--- src/hw/router_stream_pkg.sv ---
////////////////////////////////////////
// stream beat word shared by every valid/ready link in the router
// import wherever a beat or a beat-sized buffer is handled
////////////////////////////////////////

`default_nettype none

package router_stream_pkg;

    ////////////////////////////////////////
    // beat geometry

    localparam int beat_bytes       = 8;                     // bytes carried per beat
    localparam int beat_data_bits   = beat_bytes * 8;        // 64 bit data bus
    localparam int keep_cnt_bits    = $clog2(beat_bytes + 1); // holds 0..8 set keep bits

    ////////////////////////////////////////
    // packet limits

    localparam int max_packet_beats = 16;                    // also the lane buffer depth
    localparam int beat_idx_bits    = $clog2(max_packet_beats); // pointer / beat index width

    ////////////////////////////////////////
    // one beat on the wire

    typedef struct packed {
        logic [beat_data_bits-1:0] data;  // payload, byte 0 in the low bits
        logic [beat_bytes-1:0]     keep;  // one bit per valid byte
        logic                      last;  // closes the packet
    } stream_beat_t;                      // 73 bits

endpackage

`default_nettype wire

--- src/hw/router_meta_pkg.sv ---
////////////////////////////////////////
// port count and side-band metadata words for ingress, lanes and egress
////////////////////////////////////////

`default_nettype none

package router_meta_pkg;

    localparam int num_ports     = 4;  // lanes == physical ports
    localparam int port_id_bits  = 2;  // enough for num_ports
    localparam int byte_len_bits = 8;  // up to 128 bytes per packet

    // side-band on the router input, valid on the first beat
    typedef struct packed {
        logic [port_id_bits-1:0] ingress_port;
    } ingress_metadata_t;

    // match-action view inside a lane
    typedef struct packed {
        logic [port_id_bits-1:0]  ing_port;     // where it came in
        logic [port_id_bits-1:0]  egr_spec;     // where the rule sends it
        logic [byte_len_bits-1:0] byte_length;  // whole packet, in bytes
    } user_metadata_t;

    // side-band on the router output, held for every beat
    typedef struct packed {
        logic [port_id_bits-1:0]  ingress_port;
        logic [port_id_bits-1:0]  egress_port;
        logic [byte_len_bits-1:0] byte_length;
    } wrapper_metadata_t;

endpackage

`default_nettype wire

--- src/hw/ingress_steer.sv ---
////////////////////////////////////////
// sends each whole input packet to the lane of its ingress port
////////////////////////////////////////

`timescale 1ns/100ps
`default_nettype none

module ingress_steer (
    input  logic                                        packet_data_in, // clock
    input  logic                                        reset,
    input  router_stream_pkg::stream_beat_t             in_beat,
    input  router_meta_pkg::ingress_metadata_t          in_meta,
    input  logic                                        in_valid,
    output logic                                        in_ready,
    output router_stream_pkg::stream_beat_t             lane_beat,
    output router_meta_pkg::ingress_metadata_t          lane_meta,
    output logic [router_meta_pkg::num_ports-1:0]       lane_valid,
    input  logic [router_meta_pkg::num_ports-1:0]       lane_ready
);

    import router_meta_pkg::*;

    logic                       ready_en;   // low for one cycle out of reset
    logic                       in_pkt;     // between first and last beat
    logic [port_id_bits-1:0]    sel_q;      // lane held for the packet
    logic [port_id_bits-1:0]    sel;        // lane for the current beat
    logic                       in_fire;

    ////////////////////////////////////////
    // lane selection

    assign sel       = in_pkt ? sel_q : in_meta.ingress_port; // first beat picks, rest follow
    assign in_fire   = in_valid && in_ready;
    assign in_ready  = ready_en && lane_ready[sel];           // chosen lane backpressures us
    assign lane_beat = in_beat;                               // same beat to all lanes
    assign lane_meta.ingress_port = sel;                      // stable for the whole packet

    always_comb begin
        lane_valid = '0;
        if (ready_en) begin
            lane_valid[sel] = in_valid;  // only the selected lane sees valid
        end
    end

    always_ff @(posedge packet_data_in) begin
        if (reset) begin
            ready_en <= 1'b0;
            in_pkt   <= 1'b0;
            sel_q    <= '0;
        end else begin
            ready_en <= 1'b1;
            if (in_fire) begin
                if (in_beat.last) begin
                    in_pkt <= 1'b0;    // next beat starts a new packet
                end else if (!in_pkt) begin
                    in_pkt <= 1'b1;
                    sel_q  <= sel;     // lock on the first beat
                end
            end
        end
    end

    ////////////////////////////////////////
    // checks

    // a packet never splits across lanes
    a_lane_stable : assert property (@(posedge packet_data_in) disable iff (reset)
        in_fire && !in_beat.last |=> lane_meta.ingress_port == $past(lane_meta.ingress_port))
        else $error("ingress lane changed inside a packet");

endmodule

`default_nettype wire

--- src/hw/echo_port_lane.sv ---
////////////////////////////////////////
// one port lane: byte count, echo rule, store-and-forward packet buffer
// one packet reads out while the next one fills
////////////////////////////////////////

`timescale 1ns/100ps
`default_nettype none

module echo_port_lane (
    input  logic                                packet_data_in, // clock
    input  logic                                reset,
    input  router_stream_pkg::stream_beat_t     in_beat,
    input  router_meta_pkg::ingress_metadata_t  in_meta,
    input  logic                                in_valid,
    output logic                                in_ready,
    output router_stream_pkg::stream_beat_t     out_beat,
    output router_meta_pkg::wrapper_metadata_t  out_meta,
    output logic                                out_valid,
    input  logic                                out_ready
);

    import router_stream_pkg::*;
    import router_meta_pkg::*;

    stream_beat_t               mem [max_packet_beats];  // packet store
    logic [beat_idx_bits-1:0]   wr_ptr;
    logic [beat_idx_bits-1:0]   rd_ptr;
    logic [beat_idx_bits:0]     count;          // beats held, 0..16
    logic [beat_idx_bits-1:0]   beat_cnt;       // beats accepted in this packet
    logic [port_id_bits-1:0]    ing_port_q;     // from the first beat
    logic [keep_cnt_bits-1:0]   last_keep_bytes;
    logic [byte_len_bits-1:0]   byte_len;
    user_metadata_t             um_in;          // into the match-action step
    user_metadata_t             um_out;         // after the echo rule
    user_metadata_t             um_done;        // finished packet, not yet released
    wrapper_metadata_t          rd_meta;        // packet being read out
    logic                       done_pend;      // finished packet waiting
    logic                       rd_active;      // read-out in progress
    logic                       full;
    logic                       in_fire;
    logic                       rd_en;

    ////////////////////////////////////////
    // byte length

    always_comb begin
        last_keep_bytes = '0;
        for (int i = 0; i < beat_bytes; i++) begin
            last_keep_bytes += keep_cnt_bits'(in_beat.keep[i]);  // popcount
        end
    end

    // full beats so far plus the bytes of the last one
    assign byte_len = byte_len_bits'(beat_cnt) * byte_len_bits'(beat_bytes)
                    + byte_len_bits'(last_keep_bytes);

    ////////////////////////////////////////
    // echo match-action

    assign um_in.ing_port    = (beat_cnt == '0) ? in_meta.ingress_port : ing_port_q;
    assign um_in.egr_spec    = '0;        // filled by the rule
    assign um_in.byte_length = byte_len;

    always_comb begin
        um_out          = um_in;
        um_out.egr_spec = um_in.ing_port;  // echo: send back out the way it came
    end

    ////////////////////////////////////////
    // handshake

    assign full      = (count == (beat_idx_bits + 1)'(max_packet_beats));
    assign in_ready  = !full && !done_pend;   // hold off while a packet waits
    assign in_fire   = in_valid && in_ready;
    assign out_valid = rd_active;             // whole packet is present
    assign rd_en     = out_valid && out_ready;
    assign out_beat  = mem[rd_ptr];
    assign out_meta  = rd_meta;

    always_ff @(posedge packet_data_in) begin
        if (in_fire) begin
            mem[wr_ptr] <= in_beat;
        end
    end

    always_ff @(posedge packet_data_in) begin
        if (reset) begin
            wr_ptr    <= '0;
            rd_ptr    <= '0;
            count     <= '0;
            beat_cnt  <= '0;
            done_pend <= 1'b0;
            rd_active <= 1'b0;
        end else begin
            if (in_fire) begin
                wr_ptr   <= wr_ptr + 1'b1;
                beat_cnt <= in_beat.last ? '0 : beat_cnt + 1'b1;
                if (in_beat.last) begin
                    done_pend <= 1'b1;       // length known, release next cycle
                end
            end
            if (rd_en) begin
                rd_ptr <= rd_ptr + 1'b1;
                if (out_beat.last) begin
                    rd_active <= 1'b0;
                end
            end
            if (done_pend && !rd_active) begin
                rd_active <= 1'b1;           // readable from the next cycle
                done_pend <= 1'b0;
            end
            case ({in_fire, rd_en})
                2'b10:   count <= count + 1'b1;
                2'b01:   count <= count - 1'b1;
                default: count <= count;
            endcase
        end
    end

    // metadata words travel with the packet
    always_ff @(posedge packet_data_in) begin
        if (in_fire && beat_cnt == '0) begin
            ing_port_q <= in_meta.ingress_port;
        end
        if (in_fire && in_beat.last) begin
            um_done <= um_out;
        end
        if (done_pend && !rd_active) begin
            rd_meta.ingress_port <= um_done.ing_port;
            rd_meta.egress_port  <= um_done.egr_spec;
            rd_meta.byte_length  <= um_done.byte_length;
        end
    end

    ////////////////////////////////////////
    // checks

    a_no_write_full : assert property (@(posedge packet_data_in) disable iff (reset)
        in_fire |-> count < (beat_idx_bits + 1)'(max_packet_beats))
        else $error("lane write into a full buffer");

    a_no_read_empty : assert property (@(posedge packet_data_in) disable iff (reset)
        rd_en |-> count != '0)
        else $error("lane read with nothing buffered");

endmodule

`default_nettype wire

--- src/hw/egress_arbiter.sv ---
////////////////////////////////////////
// round-robin merge of lane packets onto one registered output
////////////////////////////////////////

`timescale 1ns/100ps
`default_nettype none

module egress_arbiter (
    input  logic                                    packet_data_in, // clock
    input  logic                                    reset,
    input  router_stream_pkg::stream_beat_t         lane_beat [router_meta_pkg::num_ports],
    input  router_meta_pkg::wrapper_metadata_t      lane_meta [router_meta_pkg::num_ports],
    input  logic [router_meta_pkg::num_ports-1:0]   lane_valid,
    output logic [router_meta_pkg::num_ports-1:0]   lane_ready,
    output router_stream_pkg::stream_beat_t         out_beat,
    output router_meta_pkg::wrapper_metadata_t      out_meta,
    output logic                                    out_valid,
    input  logic                                    out_ready
);

    import router_meta_pkg::*;

    logic                       locked;     // mid-packet, grant frozen
    logic [port_id_bits-1:0]    lock_idx;
    logic [port_id_bits-1:0]    rr_ptr;     // highest priority lane
    logic [port_id_bits-1:0]    pick_idx;
    logic                       pick_valid;
    logic [port_id_bits-1:0]    cur_idx;
    logic                       load_en;    // output register can take a beat
    logic                       take;

    ////////////////////////////////////////
    // round-robin pick

    always_comb begin : rr_pick
        logic [port_id_bits-1:0] idx;
        pick_idx   = rr_ptr;
        pick_valid = 1'b0;
        idx        = rr_ptr;
        for (int k = num_ports - 1; k >= 0; k--) begin  // nearest to rr_ptr wins
            idx = rr_ptr + port_id_bits'(k);
            if (lane_valid[idx]) begin
                pick_idx   = idx;
                pick_valid = 1'b1;
            end
        end
    end

    assign cur_idx = locked ? lock_idx : pick_idx;
    assign load_en = !out_valid || out_ready;

    always_comb begin
        lane_ready = '0;
        if (load_en && (locked || pick_valid)) begin
            lane_ready[cur_idx] = 1'b1;   // one lane at a time
        end
    end

    assign take = lane_valid[cur_idx] && lane_ready[cur_idx];

    ////////////////////////////////////////
    // grant lock and output register

    always_ff @(posedge packet_data_in) begin
        if (reset) begin
            locked    <= 1'b0;
            lock_idx  <= '0;
            rr_ptr    <= '0;
            out_valid <= 1'b0;
        end else begin
            if (take) begin
                if (lane_beat[cur_idx].last) begin
                    locked <= 1'b0;
                    rr_ptr <= cur_idx + 1'b1;  // move past the lane just served
                end else begin
                    locked   <= 1'b1;
                    lock_idx <= cur_idx;
                end
            end
            if (load_en) begin
                out_valid <= take;
            end
        end
    end

    always_ff @(posedge packet_data_in) begin
        if (load_en && take) begin
            out_beat <= lane_beat[cur_idx];
            out_meta <= lane_meta[cur_idx];
        end
    end

    ////////////////////////////////////////
    // checks

    a_ready_onehot : assert property (@(posedge packet_data_in) disable iff (reset)
        $onehot0(lane_ready))
        else $error("more than one lane granted");

    // a lane holds valid for its whole packet once it has started
    a_locked_valid : assert property (@(posedge packet_data_in) disable iff (reset)
        locked |-> lane_valid[lock_idx])
        else $error("locked lane dropped valid mid-packet");

endmodule

`default_nettype wire

--- src/hw/echo_router_top.sv ---
////////////////////////////////////////
// echo router slice: steer, four port lanes, egress arbiter
////////////////////////////////////////

`timescale 1ns/100ps
`default_nettype none

module echo_router_top (
    input  logic                                packet_data_in, // clock
    input  logic                                reset,
    input  router_stream_pkg::stream_beat_t     in_beat,
    input  router_meta_pkg::ingress_metadata_t  in_meta,
    input  logic                                in_valid,
    output logic                                in_ready,
    output router_stream_pkg::stream_beat_t     out_beat,
    output router_meta_pkg::wrapper_metadata_t  out_meta,
    output logic                                out_valid,
    input  logic                                out_ready
);

    import router_stream_pkg::*;
    import router_meta_pkg::*;

    stream_beat_t           steer_beat;                 // fanned out to all lanes
    ingress_metadata_t      steer_meta;
    logic [num_ports-1:0]   steer_valid;
    logic [num_ports-1:0]   steer_ready;

    stream_beat_t           lane_out_beat [num_ports];
    wrapper_metadata_t      lane_out_meta [num_ports];
    logic [num_ports-1:0]   lane_out_valid;
    logic [num_ports-1:0]   grant_ready;

    ingress_steer i_ingress_steer (
        .packet_data_in (packet_data_in),
        .reset          (reset),
        .in_beat        (in_beat),
        .in_meta        (in_meta),
        .in_valid       (in_valid),
        .in_ready       (in_ready),
        .lane_beat      (steer_beat),
        .lane_meta      (steer_meta),
        .lane_valid     (steer_valid),
        .lane_ready     (steer_ready)
    );

    for (genvar i = 0; i < num_ports; i++) begin : g_lane
        echo_port_lane i_echo_port_lane (
            .packet_data_in (packet_data_in),
            .reset          (reset),
            .in_beat        (steer_beat),
            .in_meta        (steer_meta),
            .in_valid       (steer_valid[i]),
            .in_ready       (steer_ready[i]),
            .out_beat       (lane_out_beat[i]),
            .out_meta       (lane_out_meta[i]),
            .out_valid      (lane_out_valid[i]),
            .out_ready      (grant_ready[i])
        );
    end

    egress_arbiter i_egress_arbiter (
        .packet_data_in (packet_data_in),
        .reset          (reset),
        .lane_beat      (lane_out_beat),
        .lane_meta      (lane_out_meta),
        .lane_valid     (lane_out_valid),
        .lane_ready     (grant_ready),
        .out_beat       (out_beat),
        .out_meta       (out_meta),
        .out_valid      (out_valid),
        .out_ready      (out_ready)
    );

endmodule

`default_nettype wire

--- config.mk ---
export PLATFORM = sky130hd
export DESIGN_NAME = echo_router_top
export DESIGN_NICKNAME = d
export VERILOG_FILES = /design/src/hw/router_stream_pkg.sv /design/src/hw/router_meta_pkg.sv /design/src/hw/ingress_steer.sv /design/src/hw/echo_port_lane.sv /design/src/hw/egress_arbiter.sv /design/src/hw/echo_router_top.sv
export SDC_FILE = /design/constraint.sdc
export NUM_CORES = 2
export LEC_CHECK = 0
export BUFFER_PORTS_ARGS = -buffer_cell sky130_fd_sc_hd__buf_2
export CORE_MARGIN = 8
export CORE_UTILIZATION = 42
export DETAILED_ROUTE_END_ITERATION = 10
export PLACE_DENSITY_LB_ADDON = 0.15
export SYNTH_ARGS = -nofsm -noshare
export SYNTH_HDL_FRONTEND = slang
export SYNTH_MEMORY_MAX_BITS = 65536
export SYNTH_SLANG_ARGS = --single-unit
--- constraint.sdc ---
create_clock -name packet_data_in -period 22.1 [get_ports packet_data_in]
set_input_delay 4.42 -clock packet_data_in [delete_from_list [all_inputs] [get_ports packet_data_in]]
set_output_delay 4.42 -clock packet_data_in [all_outputs]
set_load 0.01 [all_outputs]
After elaboration in Yosys (flattened, before gate mapping)
Memories as Yosys holds them, arrays and structs flattened. A register that Yosys moved wholly into a read port is not among the register bits.
Index checks and enable logic that the tools add are counted.
Widths: inputs -> output; s select.
{"block": "totals", "romBits": 0, "ramBits": 4672, "in_bits": 79, "out_inout_bits": 87, "wordCells": 278, "ff_bits": 259, "n_memories": 4, "latchBits": 0}
{"memory": "g_lane[0].i_echo_port_lane.mem", "depth": 16, "width": 73, "rd": 1, "rd_ports_with_merged_regs": 1, "wr": 1, "line": "echo_port_lane.sv:25", "text": "stream_beat_t mem [max_packet_beats];"}
{"memory": "g_lane[1].i_echo_port_lane.mem", "depth": 16, "width": 73, "rd": 1, "rd_ports_with_merged_regs": 1, "wr": 1, "line": "echo_port_lane.sv:25"}
{"memory": "g_lane[2].i_echo_port_lane.mem", "depth": 16, "width": 73, "rd": 1, "rd_ports_with_merged_regs": 1, "wr": 1, "line": "echo_port_lane.sv:25"}
{"memory": "g_lane[3].i_echo_port_lane.mem", "depth": 16, "width": 73, "rd": 1, "rd_ports_with_merged_regs": 1, "wr": 1, "line": "echo_port_lane.sv:25"}
{"block": "op_classes", "magnitude_cmp": 9, "div_mod_pow": 0, "addsub": 35, "muxes": 79, "eq_ne": 12, "shifts": 0, "multipliers": 0, "bitwise": 5, "n_reduce_logical": 77}
{"cell": "$bmux 73 s2", "count": 1}
{"cell": "$mux 73", "count": 2}
{"cell": "$mux 4", "count": 14}
{"cell": "$add 4x1->4 const B", "count": 12}
{"cell": "$pmux 5 s2", "count": 4}
{"cell": "$mux 1", "count": 36}
{"cell": "$add 7x4->8", "count": 4}
{"cell": "$logic_and 1x1->1", "count": 31}
{"cell": "$add 4x1->4", "count": 6}
{"cell": "$bmux 12 s2", "count": 1}
{"cell": "$mux 12", "count": 2}
{"cell": "$reduce_bool 2->1", "count": 12}
{"cell": "$add 5x1->5 const B", "count": 4}
{"cell": "$eq 5x5->1 const B", "count": 4}
{"cell": "$mux 2", "count": 10}
{"cell": "$reduce_and 2->1", "count": 10}
{"cell": "$sub 5x1->5 const B", "count": 4}
{"cell": "$lt 2x3->1 const B", "count": 6}
{"cell": "$logic_not 4->1", "count": 4}
{"cell": "$bmux 1 s2", "count": 7}
{"cell": "$logic_not 1->1", "count": 13}
{"cell": "$eq 2x1->1 const B", "count": 4}
{"cell": "$eq 2x2->1 const B", "count": 4}
{"cell": "$reduce_or 2->1", "count": 4}
{"cell": "other kinds (11)", "count": 18}

Longest topological paths before layout
{"block": "logic_depth", "word_depth": 17, "depth_mapped": 16, "mapped_depth_nobuf": 15}

Modules after synthesis
Synthesis repeated with hierarchy kept, for this count alone.
{"block": "hier_totals", "hier_cells": 8094, "hier_area_um2": 190501.5}
{"module": "echo_port_lane (g_lane[2].i_echo_port_lane ...)", "area_per_inst_um2": 46024.1, "cells_per_inst": 1820, "instances": 2, "seq_area_each_um2": 36194.7}
{"module": "echo_port_lane (g_lane[0].i_echo_port_lane)", "area_per_inst_um2": 45982.9, "cells_per_inst": 1820, "instances": 1, "seq_area_each_um2": 36194.7}
{"module": "echo_port_lane (g_lane[1].i_echo_port_lane)", "area_per_inst_um2": 45971.6, "cells_per_inst": 1820, "instances": 1, "seq_area_each_um2": 36194.7}
{"module": "egress_arbiter", "area_per_inst_um2": 5676.7, "cells_per_inst": 710, "instances": 1, "seq_area_each_um2": 2672.6}
{"module": "ingress_steer", "area_per_inst_um2": 822.0, "cells_per_inst": 104, "instances": 1, "seq_area_each_um2": 80.1}

Least setup slack after synthesis
No wires, ideal clock.
{"block": "synth_timing", "path_type": "in2reg", "from": "input in_meta[1] (netlist bit)", "to": "memory g_lane[0].i_echo_port_lane.mem[0][0] (netlist bit) (enable)", "setup_ns": 0.594, "path_slack_ns": 10.909, "t_required_ns": 21.506, "path_buffers": 1, "cell_stages": 7, "arrival_time_ns": 10.597, "cell_sequence": "mux2i_2 > inv_1 > nor2_1 > and3_1 > clkbuf_1 > nand2_1 > nor3_1"}
{"element": "start: declaration", "line": "echo_router_top.sv:12", "text": "input router_meta_pkg::ingress_metadata_t in_meta,"}
{"element": "end: declaration", "line": "echo_port_lane.sv:25"}

==> impl_metrics.toml <==
[sta]
hold_viol_final = 0
slew_headroom_pct = 9.54
rsz0062_at_grt = "false"
maxSlewViolCount = 0
holdWs_ns = 0.414
setup_violations = 0
post-route-min-period_ns = 10.49
clock_skew_ns = 0.0470
worst_slew_pin_slew_ns = 1.35
tns_ns = 0
max_freq_mhz = 95.4
finalCritPeriodShare_pct = 47.4

[detailed_routing]
drc = 0
drt_first_pass_iters = 5
ant_nets = 0
drt-initial-drc-count = 10500
post_drt_wl_per_cell_um = 35.9
wl_um = 531000
viasPerCell = 6.00
routed-via-count = 88700

[floorplan]
initial_core_util_pct = 42.1
ioPinCount = 166
die_w_um = 686
core_um2 = 448000
dieArea_um2 = 470000
fp-row-count = 246
dieHeight_um = 686

[critical_path]
r2r_slack_ns = 16.29
endpoint_kind = "output port"
regToRegEndpoint = "i_egress_arbiter.out_beat[36]"
r2r_cells = 8
crit_path_max_fanout = 8
cp.arrival_ns = 6.07
path_class = "primary input to output port"
cp-start-kind = "primary input"
cp.required_ns = 17.68

[power_and_ir_drop]
power.switching_mw = 4.02
p_int_mw = 15.3
p_comb_share_pct = 2.6
p_clk_share_pct = 44.0
power_density_nw_per_um2 = 90.4
leakagePower_nw = 64.4
ir_drop_uv = 76.1
p_total_mw = 19.4
p_seq_share_pct = 53.4
swShare_pct = 20.8

[synth]
ys_dominant_reg_cell = "edfxtp_1"
synth_nets = 8008
ys_ff_latch = 4945
syn_avg_cell_area_um2 = 23.9
synth_top_area_share_pct = 77.2
async_flop_share_pct = 0
netlist_top_cells_area = "edfxtp_1, mux4_2, dfxtp_1"
synthesis.area_um2 = 188000
synth_top_area_cell = "edfxtp_1"
synth_edf_count = 4843
synthCells = 7874
ys.warnings.count = 0
ys_seq_area_share_pct = 78.2
synth_cell_type_count = 61

[hold_path]
hp-start = "g_lane[0].i_echo_port_lane.um_done[6]"
hold_class = "flip-flop to flip-flop"
holdPathStages = 0
whs_endpoint = "g_lane[0].i_echo_port_lane.out_meta[6]"

[layout]
nFillCells = 36000
final_cell_mix = "edfxtp_1, mux4_2, clkbuf_16"
final_cells = 14800
final_common_cell = "edfxtp_1"
synthToLayoutAreaGrowth_pct = 13.7
final_nets = 8563
seq_area_um2 = 148000
drive_gt1_share_pct = 30.7
final_core_util_pct = 47.8
multiInputGateArea_um2 = 39300

[clock_tree]
cts.repair.resized = 0
cts_max_path_buffers = 4
cts_buffers = 526
cts_max_level = 6
clkLatencyLatePin_ns = 1.02
clock_sinks = 4945
postCtsHoldBufs = 0
cts_setup_buffers = 0
root_buffer = "clkbuf_16"
path_clk_slew_ns = 0.06
tritoncts = "yes"

[global_route]
grt_max_degree = 122
grtUsageTotal_pct = 22.1
antenna_found_initial = 64
grt_use_met3_pct = 3.13
use_met2_pct = 36.4
grt_overflow_total = 0
grt_most_used_layer = "met2"
groute.layer.met1.usage_pct = 31.7
grt_pass1_vias = 89800
grt_pass1_wl_um = 733000

[flow_run]
cap_viol_max_count = 0

[place]
dp_hpwl_um = 299000
place.gp.congestion = 0.793
numPlacedInstances = 13900
io_buffers = 165

[status]
status = "completed"
-- how the worst max path moves through the flow --
stage / from / to / slack, ns / cells after the start
finish: in_meta[0] / in_ready / 11.61 / 7
global route: in_meta[0] / in_ready / 11.51 / 7
CTS: in_meta[0] / in_ready / 11.66 / 7
detailed placement: in_meta[0] / in_ready / 11.60 / 7
global placement: in_meta[0] / in_ready / 11.63 / 7
floorplan: in_meta[1] / g_lane[0].i_echo_port_lane.mem[0][0] / 10.91 / 7
-- power by group through the flow --
stage | sequential (mW) | clock [mW] | combinational [mW]
5_1_grt | 10.3 | 9.01 | 0.532
2_1_floorplan | 10.5 | 0 | 0.174
4_1_cts | 10.3 | 8.67 | 0.517
3_5_place_dp | 10.5 | 0 | 0.516
3_3_place_gp | 10.5 | 0 | 0.504
6_report | 10.3 | 8.52 | 0.505
-- layer usage --
metal / wire length (um) / up-vias
li1: - / 34900
met1: 221000 / 49400
met2: 259000 / 3722
met3: 37900 / 690
met4: 12900 / 16
met5: 99 / -
-- cells in the mapped netlist (2+ instances only) --
| cell | count |
|---|---|
| a2111oi_2 | 2 |
| a211o_1 | 2 |
| a211oi_1 | 95 |
| a21o_1 | 4 |
| a21oi_1 | 59 |
| a22oi_1 | 2 |
| a31oi_1 | 90 |
| and2_1 | 87 |
| and3_1 | 11 |
| buf_1 | 25 |
| buf_2 | 119 |
| buf_4 | 4 |
| buf_6 | 30 |
| clkbuf_1 | 250 |
| clkinv_1 | 2 |
| dfxtp_1 | 102 |
| edfxtp_1 | 4843 |
| fa_1 | 4 |
| ha_1 | 51 |
| inv_1 | 37 |
| inv_2 | 6 |
| mux2_1 | 2 |
| mux2i_1 | 22 |
| mux4_2 | 1456 |
| nand2_1 | 212 |
| nand2b_1 | 15 |
| nand3_1 | 19 |
| nand4_1 | 12 |
| nor2_1 | 153 |
| nor2b_1 | 15 |
| nor3_1 | 28 |
| nor3b_1 | 6 |
| o211ai_2 | 2 |
| o21a_1 | 2 |
| o21ai_0 | 22 |
| or3_1 | 5 |
| or4_1 | 5 |
| xnor2_1 | 17 |
| xor2_1 | 34 |
-- final cells by class --
type                            instances  share of cell area [%]
Sequential cell                      4945                    68.9
Multi-Input combinational cell       2456                    18.4
Clock buffer                          679                    6.62
Tap cell                             5952                    3.48
Timing Repair Buffer                  455                    1.49
Clock inverter                        247                    1.08
Inverter                               45                  0.0812
Antenna cell                           19                  0.0222
-- worst max-delay path, stage by stage --
cell,delay [ns]
buf_2,0.11
mux2i_1,0.50
inv_1,0.29
a211oi_1,0.31
a21oi_1,0.12
and2_1,0.18
buf_2,0.14
-- cells by family after synthesis --
kind of cell    Yosys count  share of synthesized area, %
simple gates            575                          1.42
xor+xnor                 51                         0.237
mux                    1482                          17.5
fa+ha+maj                55                         0.381
buf+inv                 473                          1.15
flops                  4945                          78.2
compound gates          293                          1.03
-- stage by stage --
stage | instance area, um2 | setup WS [ns]
2_1_floorplan | 188000 | 10.91
3_3_place_gp | 198000 | 11.63
3_5_place_dp | 198000 | 11.60
4_1_cts | 214000 | 11.66
5_1_grt | 214000 | 11.51
6_report | 214000 | 11.61
-- state kept, by name, indices dropped and copies added (netlist names), 16 cells and up, named ones only --
signal	count
g_lane.i_echo_port_lane.mem	4672
g_lane.i_echo_port_lane.rd_ptr	16
i_egress_arbiter.out_beat	73
g_lane.i_echo_port_lane.count	20
g_lane.i_echo_port_lane.beat_cnt	16
g_lane.i_echo_port_lane.wr_ptr	16
g_lane.i_echo_port_lane.um_done	40
g_lane.i_echo_port_lane.out_meta	40
Power figures use the tool's default switching activity.
